**src/hw/soc_consts.svh**
```systemverilog
`ifndef SOC_CONSTS_SVH
`define SOC_CONSTS_SVH

// Bus widths
`define SOC_XLEN        32
`define SOC_STRB_W      4

// Memory map
`define SOC_SRAM_BASE   32'h8000_0000
`define SOC_SRAM_WORDS  1024            // 4 KiB of SRAM

// Console transmit register
`define SOC_UART_ADDR   32'ha000_03f8

// Low word of mtime, high word sits at +4
`define SOC_MTIME_ADDR  32'ha000_0048

`endif

```
**src/hw/soc_pkg.sv**
```systemverilog
`include "soc_consts.svh"

package soc_pkg;

    typedef logic [`SOC_XLEN-1:0]   word_t;
    typedef logic [`SOC_STRB_W-1:0] strb_t;

    typedef enum logic {
        BUS_READ  = 1'b0,
        BUS_WRITE = 1'b1
    } bus_op_e;

    // AXI style response codes
    typedef enum logic [1:0] {
        RESP_OKAY   = 2'b00,
        RESP_DECERR = 2'b11
    } bus_resp_e;

    typedef enum logic [1:0] {
        DEV_SRAM,
        DEV_UART,
        DEV_CLINT,
        DEV_NONE
    } dev_sel_e;

    typedef enum logic [1:0] {
        ARB_IDLE,
        ARB_ISSUE,
        ARB_WAIT,
        ARB_RESP
    } arb_state_e;

endpackage

```
**src/hw/uart_device.sv**
```systemverilog
`timescale 1ns/1ps

module uart_device (
    input  logic             clk,
    input  logic             rst,
    input  logic             uart_valid,
    input  soc_pkg::bus_op_e bus_op,
    input  soc_pkg::word_t   bus_wdata,
    output logic             uart_rsp_valid,
    output soc_pkg::word_t   uart_rdata,
    output logic             uart_tx_valid,
    input  logic             uart_tx_ready,
    output logic [7:0]       uart_tx_data
);

    logic wr_req;
    logic rd_req;

    assign wr_req = uart_valid && (bus_op == soc_pkg::BUS_WRITE);
    assign rd_req = uart_valid && (bus_op == soc_pkg::BUS_READ);

    always_ff @(posedge clk or posedge rst) begin
        if (rst) begin
            uart_tx_valid  <= 1'b0;
            uart_rsp_valid <= 1'b0;
        end else begin
            uart_rsp_valid <= rd_req;   // Reads answer right away
            if (wr_req) begin
                uart_tx_valid <= 1'b1;
            end else if (uart_tx_valid && uart_tx_ready) begin
                uart_tx_valid  <= 1'b0;
                uart_rsp_valid <= 1'b1; // Ack once the char is taken
            end
        end
    end

    always_ff @(posedge clk) begin
        if (wr_req)
            uart_tx_data <= bus_wdata[7:0];
    end

    // Transmit-only register, nothing to read back
    assign uart_rdata = '0;

endmodule

```
**config.mk**
```make
export PLATFORM = sky130hd
export DESIGN_NAME = uart_device
export DESIGN_NICKNAME = d
export VERILOG_FILES = /design/src/hw/soc_pkg.sv /design/src/hw/uart_device.sv
export VERILOG_INCLUDE_DIRS = /design/src /design/src/hw
export SDC_FILE = /design/constraint.sdc
export NUM_CORES = 1
export LEC_CHECK = 0
export ABC_CLOCK_PERIOD_IN_PS = 1400
export BUFFER_PORTS_ARGS = -buffer_cell sky130_fd_sc_hd__buf_2
export CORE_UTILIZATION = 32
export DETAILED_ROUTE_END_ITERATION = 10
export PLACE_DENSITY = 0.84
export SYNTH_ARGS = -nofsm -noshare
export SYNTH_HDL_FRONTEND = slang
export SYNTH_SLANG_ARGS = --single-unit
```
**constraint.sdc**
```tcl
create_clock -name clk -period 1.4 [get_ports clk]
set_clock_uncertainty 0.1 [all_clocks]
set_input_delay 0.07 -clock clk [delete_from_list [all_inputs] [get_ports clk]]
set_output_delay 0.07 -clock clk [all_outputs]
set_load 0.02 [all_outputs]
```
==> metrics.md, run 1 <==
| Metric | Value |
|---|---|
| Final Hold Vio Count | `0` |
| Highest-delay cell along the critical path | `sky130_fd_sc_hd__dlygate4sd3_1` |
| Post-CTS setup buffer count | `0` |
| Post-Route WL | `907 um` |
| Final Slew Violations | `0` |
| Filler Cells Inserted | `157` |
| CTS tree | `yes` |
| Register area share after synthesis | `50.8%` |
| Pwr/cell area | `991 mW/mm^2` |
| Maximum operating frequency | `957 MHz` |
| Final routed wire length divided by cell count | `8.25 um` |
| Adder-cell share of the synthesized area | `0%` |
| Clk buf depth | `2` |
| Post-detail-place hpwl | `671 um` |
| Setup violation total in the final timing report | `0` |
| Initial Utilization | `35.9%` |
| ANT nets after route | `0` |
| Clock latency at the later pin of the worst-skew pair | `0.26 ns` |
| Startpoint type of the worst setup path | `input pin` |
| Leak Pwr | `0.000387 uW` |
| Top cell type by total area after synthesis | `sky130_fd_sc_hd__buf_4` |
| Period minus WS final | `1.04 ns` |
| Critical path required time | `1.27 ns` |
| Worst-path cell chain | `dlygate4sd3_1 > buf_2 > and2_4` |
| Unrepaired setup endpoints after global routing | `no` |
| Setup slack of the critical path after layout | `0.356 ns` |
| Fraction of final layout cells sized beyond drive strength 1 | `30.2%` |
| PnR Total Power | `728 uW` |
| Largest cells by area after synthesis | `sky130_fd_sc_hd__buf_4, sky130_fd_sc_hd__edfxtp_1, sky130_fd_sc_hd__dfrtp_1` |
| Resized cells post-CTS | `0` |
| Die Ht | `44.3 um` |
| Largest stage delay on the critical path | `0.52 ns` |
| Max-cap check violation count | `0` |
| Setup TNS | `0 ns` |
| Initial DRT Pass Iterations | `8` |
| Count of H-tree levels built during CTS | `1` |
| Average vias per placed instance | `3.26` |
| Ports placed on the boundary | `79` |
| Area share of the leading cell type in the synthesized netlist | `42.0%` |
| Kind of capture point of the worst setup path | `flop` |
| Synthesized cell area | `572 sq um` |
| XOR/XNOR share of the synthesized area | `0%` |
| Residual DRC count | `1` |
| Top library cells by usage in the layout, fill and taps aside | `sky130_fd_sc_hd__conb_1, sky130_fd_sc_hd__buf_2, sky130_fd_sc_hd__dlygate4sd3_1` |
| Initial antenna violation count | `0` |
| Clock sink count | `10` |
| Status | `complete, but fails checks` |
| Synthesized-area fraction occupied by ao, oa, aoi and oai cells | `1.31%` |
| Maximum number of pins on one net before global-route repair | `10` |
| Violated checks | `DRC` |
| Cts bufs inserted | `3` |
| CTS clk-pin slew, worst paths | `0.06 ns` |
| N_diodes | `0` |
| VDD IR-drop max | `0.614 mV` |
| Non-filler cells in the finished layout | `110` |
| Yosys reg bits | `10` |
| Standard-cell rows | `14` |
| Total global routing overflow | `0` |
| Fraction of synthesized area in multiplexers | `1.75%` |
| Multi-input logic area | `150 sq um` |
| Class of the most critical hold timing path | `input pin to asynchronous set/reset pin` |
| Simple-gate share of the synthesized area | `2.19%` |
| # placed instances | `94` |
| Highest net fanout along the worst path | `9` |
| Place WS | `0.616 ns` |
| Type of the worst setup path | `input pin to flop` |
| Worst hold slack across all endpoints | `0.109 ns` |
| Fin nets | `124` |
| Syn-to-layout area delta | `28.4%` |
| Most common cell after layout, fill and taps aside | `sky130_fd_sc_hd__conb_1` |
| Vias in the first global route | `332` |
| DRT iter0 DRCs | `6` |
| Fin crit share | `74.6%` |
| Global Route Usage Sum | `10.1%` |
| Data arrival time of the critical path | `0.91 ns` |
| Number of instances in the synthesized netlist | `49` |
| Global placement routability congestion | `0.586` |
| Horizontal die dimension | `44.3 um` |
| Number of library cell types mapped by synthesis | `9` |
| Area of the core | `0.00159 sq mm` |
| Overall via count from detail_route | `359` |
| Synthesis Warnings | `0` |
| Clock root buffer | `sky130_fd_sc_hd__clkbuf_4` |
| Largest family of logic cells by synthesized area | `buffers and inverters` |
| Mean Syn Cell Area | `11.7 sq um` |
| R2r setup slk | `0.63 ns` |
| Input/output buffers | `22` |
| Wire length of the first global-routing pass | `1320 um` |
| Full die area | `0.00196 sq mm` |
| Storage element area | `290 sq um` |
registers in the layout (all words and copies together), names as in the netlist:
| signal | flops |
|---|---|
| uart_tx_data | 8 |
| uart_rsp_valid | 1 |
| uart_tx_valid | 1 |
worst max-delay path: cells and delay by family:
family        cells  cell delay (ns)
buf+inv           2             0.64
simple gates      1             0.21
timing repair:
item | in CTS | in global routing
endpoints found under the setup margin | 0 | 1
endpoints found under the hold margin | 12 | 1
hold buffers | 12 | 1
routing by layer:
metal	global-route usage, %	up-vias	part of all wire (%)
met4	3.64	0	0
met1	6.43	164	25
li1	-	165	-
met2	21.5	30	64
met3	6.12	0	11
met5	0	-	0
stage by stage:
step                util (%)  area [sq um]
floorplan                  -           688
global placement        36.9           588
detailed placement      36.9           588
CTS                     46.1           734
global route            46.1           734
finish                  46.1           734
area by class of cell:
type                       instances  share of cell area [%]
timing repair buffer              34                    31.3
clock buffer                       3                    3.07
sequential                        10                    39.5
tap                               24                    4.09
multi-input combinational         36                    20.4
inverter                           2                    1.02
clock inverter                     1                   0.511
Yosys cell counts:
cell type	count
sky130_fd_sc_hd__a21o_1	1
sky130_fd_sc_hd__and2_4	1
sky130_fd_sc_hd__buf_4	32
sky130_fd_sc_hd__conb_1	1
sky130_fd_sc_hd__dfrtp_1	2
sky130_fd_sc_hd__edfxtp_1	8
sky130_fd_sc_hd__inv_1	2
sky130_fd_sc_hd__mux2i_1	1
sky130_fd_sc_hd__nand2_1	1
path summary, 6_finish.rpt:
kind	from	endpoint	depth (start not counted)
worst max-delay path	uart_valid	uart_tx_data[7]	3
worst min-delay path	rst	uart_tx_valid	3
worst max register to register	uart_tx_valid	uart_tx_valid	1
worst min register to register	uart_tx_valid	uart_tx_valid	1
max in group asynchronous	rst	uart_rsp_valid	3
min in group clk	bus_wdata[5]	uart_tx_data[5]	2
power by group:
part	internal, uW	leakage, uW	switching [uW]
logic	52.4	0.000272	127
registers	344	0.0000997	5.33
clock network	103	0.0000154	95.6
total	499	0.000387	228
cell families (layout without fill, tap and decap cells):
family                 count (synthesis)  in the layout
other                                  1             32
buffers and inverters                 34             40
muxes                                  1              1
DFF                                   10             10
AOI/OAI and AO/OA                      1              1
and+or+nand+nor                        2              2
(Power assumes the default switching activity.)
==> inputs of run 2 (changes only) <==
--- a/config.mk
+++ b/config.mk
@@ -6,11 +6,12 @@
 export SDC_FILE = /design/constraint.sdc
 export NUM_CORES = 1
 export LEC_CHECK = 0
-export ABC_CLOCK_PERIOD_IN_PS = 1400
+export ABC_AREA = 1
+export ABC_CLOCK_PERIOD_IN_PS = 1050
 export BUFFER_PORTS_ARGS = -buffer_cell sky130_fd_sc_hd__buf_2
-export CORE_UTILIZATION = 32
+export CORE_UTILIZATION = 30
 export DETAILED_ROUTE_END_ITERATION = 10
-export PLACE_DENSITY = 0.84
+export PLACE_DENSITY = 0.79
 export SYNTH_ARGS = -nofsm -noshare
 export SYNTH_HDL_FRONTEND = slang
 export SYNTH_SLANG_ARGS = --single-unit
==> constraint.sdc (replaced) <==
create_clock -name clk -period 1.05 [get_ports clk]
set_clock_uncertainty 0.1 [all_clocks]
set_input_delay 0.0525 -clock clk [delete_from_list [all_inputs] [get_ports clk]]
set_output_delay 0.0525 -clock clk [all_outputs]
set_load 0.02 [all_outputs]
==> run 2 against run 1 <==
  * The run now ends clean
  * Clock-buffer cell count grew 1
  * Sequential share of layout area fell by 0.92 points
  * Synthesized area rose by 1.1%
==> metrics.md, run 2 <==
| Metric | Value |
|---|---|
| Grt met1 use | `6.51%` |
| Standard-cell rows | `15` |
| Fraction of final layout cells sized beyond drive strength 1 | `28.6%` |
| Data arrival time of the critical path | `0.84 ns` |
| Initial Utilization | `32.8%` |
| ANT nets after route | `0` |
| Storage element area | `290 sq um` |
| Endpoint of the worst register-to-register path | `uart_rsp_valid` |
| Pwr/cell area | `1300 mW/mm^2` |
| Register area share after synthesis | `50.2%` |
| Highest-delay cell along the critical path | `sky130_fd_sc_hd__dfrtp_1` |
| CTS tree | `yes` |
| Unrepaired setup endpoints after global routing | `no` |
| Most instantiated cells after synthesis | `sky130_fd_sc_hd__buf_4, sky130_fd_sc_hd__edfxtp_1, sky130_fd_sc_hd__inv_1` |
| Cts bufs inserted | `3` |
| Input/output buffers | `22` |
| Util after Layout | `42.6%` |
| Total global routing overflow | `0` |
| Post-DP Area | `596 sq um` |
| Residual DRC count | `0` |
| Worst-path cell chain | `buf_2` |
| Highest net fanout along the worst path | `3` |
| Fin nets | `129` |
| Crit path buffers/inverters | `1` |
| Vias in the first global route | `286` |
| Filler Cells Inserted | `174` |
| Final Slew Violations | `0` |
| Crit Reg-Reg Startpoint | `uart_tx_valid` |
| Area share of the leading cell type in the synthesized netlist | `41.6%` |
| Post-Route WL | `985 um` |
| Share of flip-flops with an asynchronous set or reset after synthesis | `20.0%` |
| Initial antenna violation count | `0` |
| Full die area | `0.00211 sq mm` |
| Top cell type by total area after synthesis | `sky130_fd_sc_hd__buf_4` |
| Overall via count from detail_route | `385` |
| Synthesized cell area | `578 sq um` |
| Top register by number of flip-flops | `uart_tx_data` |
| Top Registers | `uart_tx_data (8), uart_rsp_valid (1), uart_tx_valid (1)` |
| Die Ht | `45.9 um` |
| Class of the most critical hold timing path | `input pin to asynchronous set/reset pin` |
| Average vias per placed instance | `3.32` |
| Critical path required time | `0.90 ns` |
| Final routed wire length divided by cell count | `8.49 um` |
| Maximum operating frequency | `1010 MHz` |
| Dominant delay contributor by cell family on the critical path | `flip-flops` |
| Routing layer with the top usage in global route | `met2` |
| Setup TNS | `0 ns` |
| Syn-to-layout area delta | `30.1%` |
| Number of flops mapped to enable cells by yosys | `8` |
| Mean Syn Cell Area | `10.9 sq um` |
| Number of library cell types mapped by synthesis | `8` |
| Final Hold Vio Count | `0` |
| Initial DRT Pass Iterations | `4` |
| Clk buf depth | `2` |
| Number of logic stages on the critical path including buffering | `1` |
| Clock root buffer | `sky130_fd_sc_hd__clkbuf_4` |
| CTS clk-pin slew, worst paths | `0.06 ns` |
| VDD IR-drop max | `0.365 mV` |
| Synthesis Warnings | `0` |
| Largest stage delay on the critical path | `0.41 ns` |
| Met2 GRT Util | `17.2%` |
| Multi-input logic area | `145 sq um` |
| Number of instances in the synthesized netlist | `53` |
| Most common cell after layout, fill and taps aside | `sky130_fd_sc_hd__conb_1` |
| Clock sink count | `10` |
| Yosys reg bits | `10` |
| Worst hold slack across all endpoints | `0.0849 ns` |
| Cells on worst reg2reg path | `2` |
| Area of the core | `0.00176 sq mm` |
| Global placement routability congestion | `0.714` |
| Resized cells post-CTS | `0` |
| Clock latency at the later pin of the worst-skew pair | `0.26 ns` |
| Ports placed on the boundary | `79` |
| Max-cap check violation count | `0` |
| Startpoint type of the worst setup path | `flop` |
| Leak Pwr | `0.000399 uW` |
| Kind of capture point of the worst setup path | `primary output` |
| Top_reg_cell synth | `sky130_fd_sc_hd__edfxtp_1` |
| Most frequently used cell type in the post-synthesis netlist | `sky130_fd_sc_hd__buf_4` |
| Horizontal die dimension | `45.9 um` |
| Fin crit share | `94.7%` |
| Max FFs per register | `8` |
| Type of the worst setup path | `flop to primary output` |
| R2r setup slk | `0.27 ns` |
| Setup violation total in the final timing report | `0` |
| Wire length of the first global-routing pass | `1160 um` |
| Period minus WS final | `0.995 ns` |
| Maximum number of pins on one net before global-route repair | `9` |
| Largest cells by area after synthesis | `sky130_fd_sc_hd__buf_4, sky130_fd_sc_hd__edfxtp_1, sky130_fd_sc_hd__dfrtp_1` |
| GR Util met3 | `1.19%` |
| N_diodes | `0` |
| Top library cells by usage in the layout, fill and taps aside | `sky130_fd_sc_hd__conb_1, sky130_fd_sc_hd__buf_2, sky130_fd_sc_hd__dlygate4sd3_1` |
| Post-detail-place hpwl | `582 um` |
| Global Route Usage Sum | `7.91%` |
| Status | `finished, final reports clean` |
| Count of H-tree levels built during CTS | `1` |
| DRT iter0 DRCs | `4` |
| Final instance area | `752 sq um` |
## run 2: cell families after synthesis
logic type / share of synthesized area, %
AOI/OAI and AO/OA: 1.52
DFF: 50.2
other: 0.649
buffers and inverters: 44.8
and+or+nand+nor: 2.81
## run 2: power breakdown
part	internal (uW)	switching [uW]
Clock	147	121
Sequential	459	9.50
Combinational	69.9	175
## run 2: through the flow
stage,power (uW),cells,setup slack [ns]
after global placement,674,99,0.171
after detailed placement,676,99,0.145
final,981,116,0.0552
after floorplan,718,84,0.243
after global routing,1010,116,0.0278
after CTS,968,116,0.0796
## run 2: per-layer routing
| metal | part of all wire [%] | wire [um] |
|---|---|---|
| met1 | 31 | 310 |
| met2 | 56 | 556 |
| met3 | 11 | 106 |
| met4 | 1.2 | 12 |
| met5 | 0 | 0 |
## run 2: how the worst max path moves through the flow
stage | startpoint | to | slack, ns
floorplan | uart_tx_valid | uart_rsp_valid | 0.24
global placement | uart_valid | uart_tx_data[1] | 0.17
detailed placement | uart_valid | uart_tx_data[1] | 0.15
CTS | uart_tx_valid | uart_tx_valid | 0.08
global route | uart_tx_valid | uart_tx_valid | 0.03
finish | uart_tx_valid | uart_tx_valid | 0.06
## run 2: tightest hold or removal path, cell delays in order
cell                            delay [ns]
sky130_fd_sc_hd__dlygate4sd3_1        0.53
sky130_fd_sc_hd__buf_2                0.12
sky130_fd_sc_hd__inv_1                0.08
## run 2: timing repair
| item | CTS | global route |
|---|---|---|
| endpoints found under the hold margin | 12 | 0 |
| buffers inserted | 0 | 0 |
| hold buffers | 13 | 0 |
## run 2: cell type report
cell class | count | share of cell area, %
Multi-Input combinational cell | 37 | 19.3
Clock buffer | 4 | 3.49
Sequential cell | 10 | 38.6
Inverter | 5 | 2.50
Timing Repair Buffer | 35 | 31.9
Tap cell | 25 | 4.16
==> inputs of run 3 (changes only) <==
--- a/config.mk
+++ b/config.mk
@@ -7,11 +7,12 @@
 export NUM_CORES = 1
 export LEC_CHECK = 0
 export ABC_AREA = 1
-export ABC_CLOCK_PERIOD_IN_PS = 1050
+export ABC_CLOCK_PERIOD_IN_PS = 1160
 export BUFFER_PORTS_ARGS = -buffer_cell sky130_fd_sc_hd__buf_2
-export CORE_UTILIZATION = 30
+export CORE_UTILIZATION = 28
 export DETAILED_ROUTE_END_ITERATION = 10
-export PLACE_DENSITY = 0.79
+export GPL_TIMING_DRIVEN = 0
+export PLACE_DENSITY = 0.74
 export SYNTH_ARGS = -nofsm -noshare
 export SYNTH_HDL_FRONTEND = slang
 export SYNTH_SLANG_ARGS = --single-unit
==> constraint.sdc (replaced) <==
create_clock -name clk -period 1.16 [get_ports clk]
set_clock_uncertainty 0.1 [all_clocks]
set_input_delay 0.058 -clock clk [delete_from_list [all_inputs] [get_ports clk]]
set_output_delay 0.058 -clock clk [all_outputs]
set_load 0.02 [all_outputs]
==> run 3 against run 2 <==
  * Sequential power down 9.6%
  * Flip-flop and latch count unchanged
  * Register-to-register slack better by 0.14 ns
  * Largest cell class is now buffers
  * Combinational power up 24%
  * Largest power group unchanged
  * Die area up 6.8%
  * First-iteration DRC count down 25%
  * Via count up 22%
  * Clock-buffer cell count down 1
  * Sequential share of layout area down 9.3 points
  * Worst setup slack better by 0.12 ns
  * Global-route usage up 0.10 points
  * Utilization up 8.4 points
==> metrics.md, run 3 (same netlist as run 2, synthesis figures left out) <==
| Metric | Value |
|---|---|
| Wire length of the first global-routing pass | `1210 um` |
| Syn-to-layout area delta | `71.4%` |
| Clk buf depth | `2` |
| Count of H-tree levels built during CTS | `1` |
| Final routed wire length divided by cell count | `6.81 um` |
| # placed instances | `133` |
| Resized cells post-CTS | `0` |
| Global Route Usage Sum | `8.01%` |
| Final Hold Vio Count | `0` |
| Fraction of final layout cells sized beyond drive strength 1 | `47.5%` |
| Fin crit share | `84.5%` |
| Fin nets | `161` |
| Average vias per placed instance | `3.15` |
| Clock latency at the later pin of the worst-skew pair | `0.25 ns` |
| Filler Cells Inserted | `193` |
| Dominant delay contributor by cell family on the critical path | `flip-flops` |
| Top register by number of flip-flops | `uart_tx_data` |
| Initial antenna violation count | `0` |
| Worst hold slack across all endpoints | `0.107 ns` |
| Overall via count from detail_route | `470` |
| Period minus WS final | `0.980 ns` |
| Util after Layout | `51.0%` |
| Vias in the first global route | `345` |
| Type of the worst setup path | `flop to primary output` |
| Largest stage delay on the critical path | `0.40 ns` |
| Standard-cell rows | `16` |
| Highest net fanout along the worst path | `3` |
| Number of buffers added to fix hold violations after cts | `13` |
| Critical path required time | `1.00 ns` |
| Initial Utilization | `29.8%` |
| Setup TNS | `0 ns` |
| Maximum number of pins on one net before global-route repair | `9` |
| Top Registers | `uart_tx_data (8), uart_rsp_valid (1), uart_tx_valid (1)` |
| Worst-path cell chain | `buf_2` |
| Final Slew Violations | `0` |
| CTS clk-pin slew, worst paths | `0.06 ns` |
| Cts bufs inserted | `3` |
| Pwr/cell area | `948 mW/mm^2` |
| ANT nets after route | `0` |
| Max FFs per register | `8` |
| Input/output buffers | `22` |
| Die Ht | `47.4 um` |
| Global placement routability congestion | `0.633` |
| CTS tree | `yes` |
| Top library cells by usage in the layout, fill and taps aside | `sky130_fd_sc_hd__buf_4, sky130_fd_sc_hd__conb_1, sky130_fd_sc_hd__buf_2` |
| VDD IR-drop max | `0.352 mV` |
| Max-cap check violation count | `0` |
| Residual DRC count | `0` |
| Crit path buffers/inverters | `1` |
| Total global routing overflow | `0` |
| Post-Route WL | `1020 um` |
| Clock sink count | `10` |
| DRT iter0 DRCs | `3` |
| N_diodes | `0` |
| Post-detail-place hpwl | `787 um` |
| Highest-delay cell along the critical path | `sky130_fd_sc_hd__dfrtp_1` |
| Data arrival time of the critical path | `0.82 ns` |
| Kind of capture point of the worst setup path | `primary output` |
| Ports placed on the boundary | `79` |
| Full die area | `0.00225 sq mm` |
| Startpoint type of the worst setup path | `flop` |
| Class of the most critical hold timing path | `input pin to asynchronous set/reset pin` |
| Maximum operating frequency | `1020 MHz` |
| Setup violation total in the final timing report | `0` |
| Status | `finished, final reports clean` |
| Initial DRT Pass Iterations | `3` |
| Leak Pwr | `0.000572 uW` |
| Horizontal die dimension | `47.4 um` |
| Unrepaired setup endpoints after global routing | `no` |
| Area of the core | `0.00194 sq mm` |
| Post-CTS setup buffer count | `0` |
| Non-filler cells in the finished layout | `149` |
| Clock root buffer | `sky130_fd_sc_hd__clkbuf_4` |
## run 3: worst paths after layout
| check | start | end | slack (ns) | cells past startpoint |
|---|---|---|---|---|
| min in group clk | bus_op | uart_tx_data[6] | 0.23 | 3 |
| min reg2reg | uart_tx_valid | uart_rsp_valid | 0.46 | 2 |
| max in group asynchronous | rst | uart_rsp_valid | 0.74 | 3 |
| max reg2reg | uart_tx_valid | uart_rsp_valid | 0.41 | 2 |
| max | uart_tx_valid | uart_tx_valid | 0.18 | 1 |
| min | rst | uart_tx_valid | 0.11 | 3 |
## run 3: area by class of cell
type / count / area (sq um) / share of cell area, %
buffer: 32 / 240 / 24.2
inverter: 5 / 18.8 / 1.89
timing repair buffer: 35 / 240 / 24.2
sequential: 10 / 290 / 29.3
clock buffer: 3 / 22.5 / 2.27
multi-input combinational: 37 / 145 / 14.6
tap: 27 / 33.8 / 3.41
## run 3: metal layers
layer  GRT usage, %  vias to the layer above  wire, um
met1           7.93                      189       350
met2           14.5                       39       511
met3           1.13                        2       148
li1               -                      240         -
met5              0                        -         0
met4           6.86                        0         4
## run 3: metrics by stage
| step | power (uW) | setup slack [ns] | instance area [sq um] |
|---|---|---|---|
| 2_1_floorplan | 650 | 0.353 | 694 |
| 5_1_grt | 986 | 0.160 | 991 |
| 3_5_place_dp | 696 | 0.250 | 838 |
| 4_1_cts | 943 | 0.170 | 991 |
| 6_report | 940 | 0.180 | 991 |
| 3_3_place_gp | 693 | 0.284 | 838 |
## run 3: report_power, final
group | total [uW] | switching, uW | leakage [uW] | internal (uW)
clock | 212 | 93.6 | 0.0000138 | 118
combinational | 304 | 169 | 0.000459 | 135
sequential | 423 | 7.65 | 0.0000997 | 416
total | 940 | 270 | 0.000572 | 669
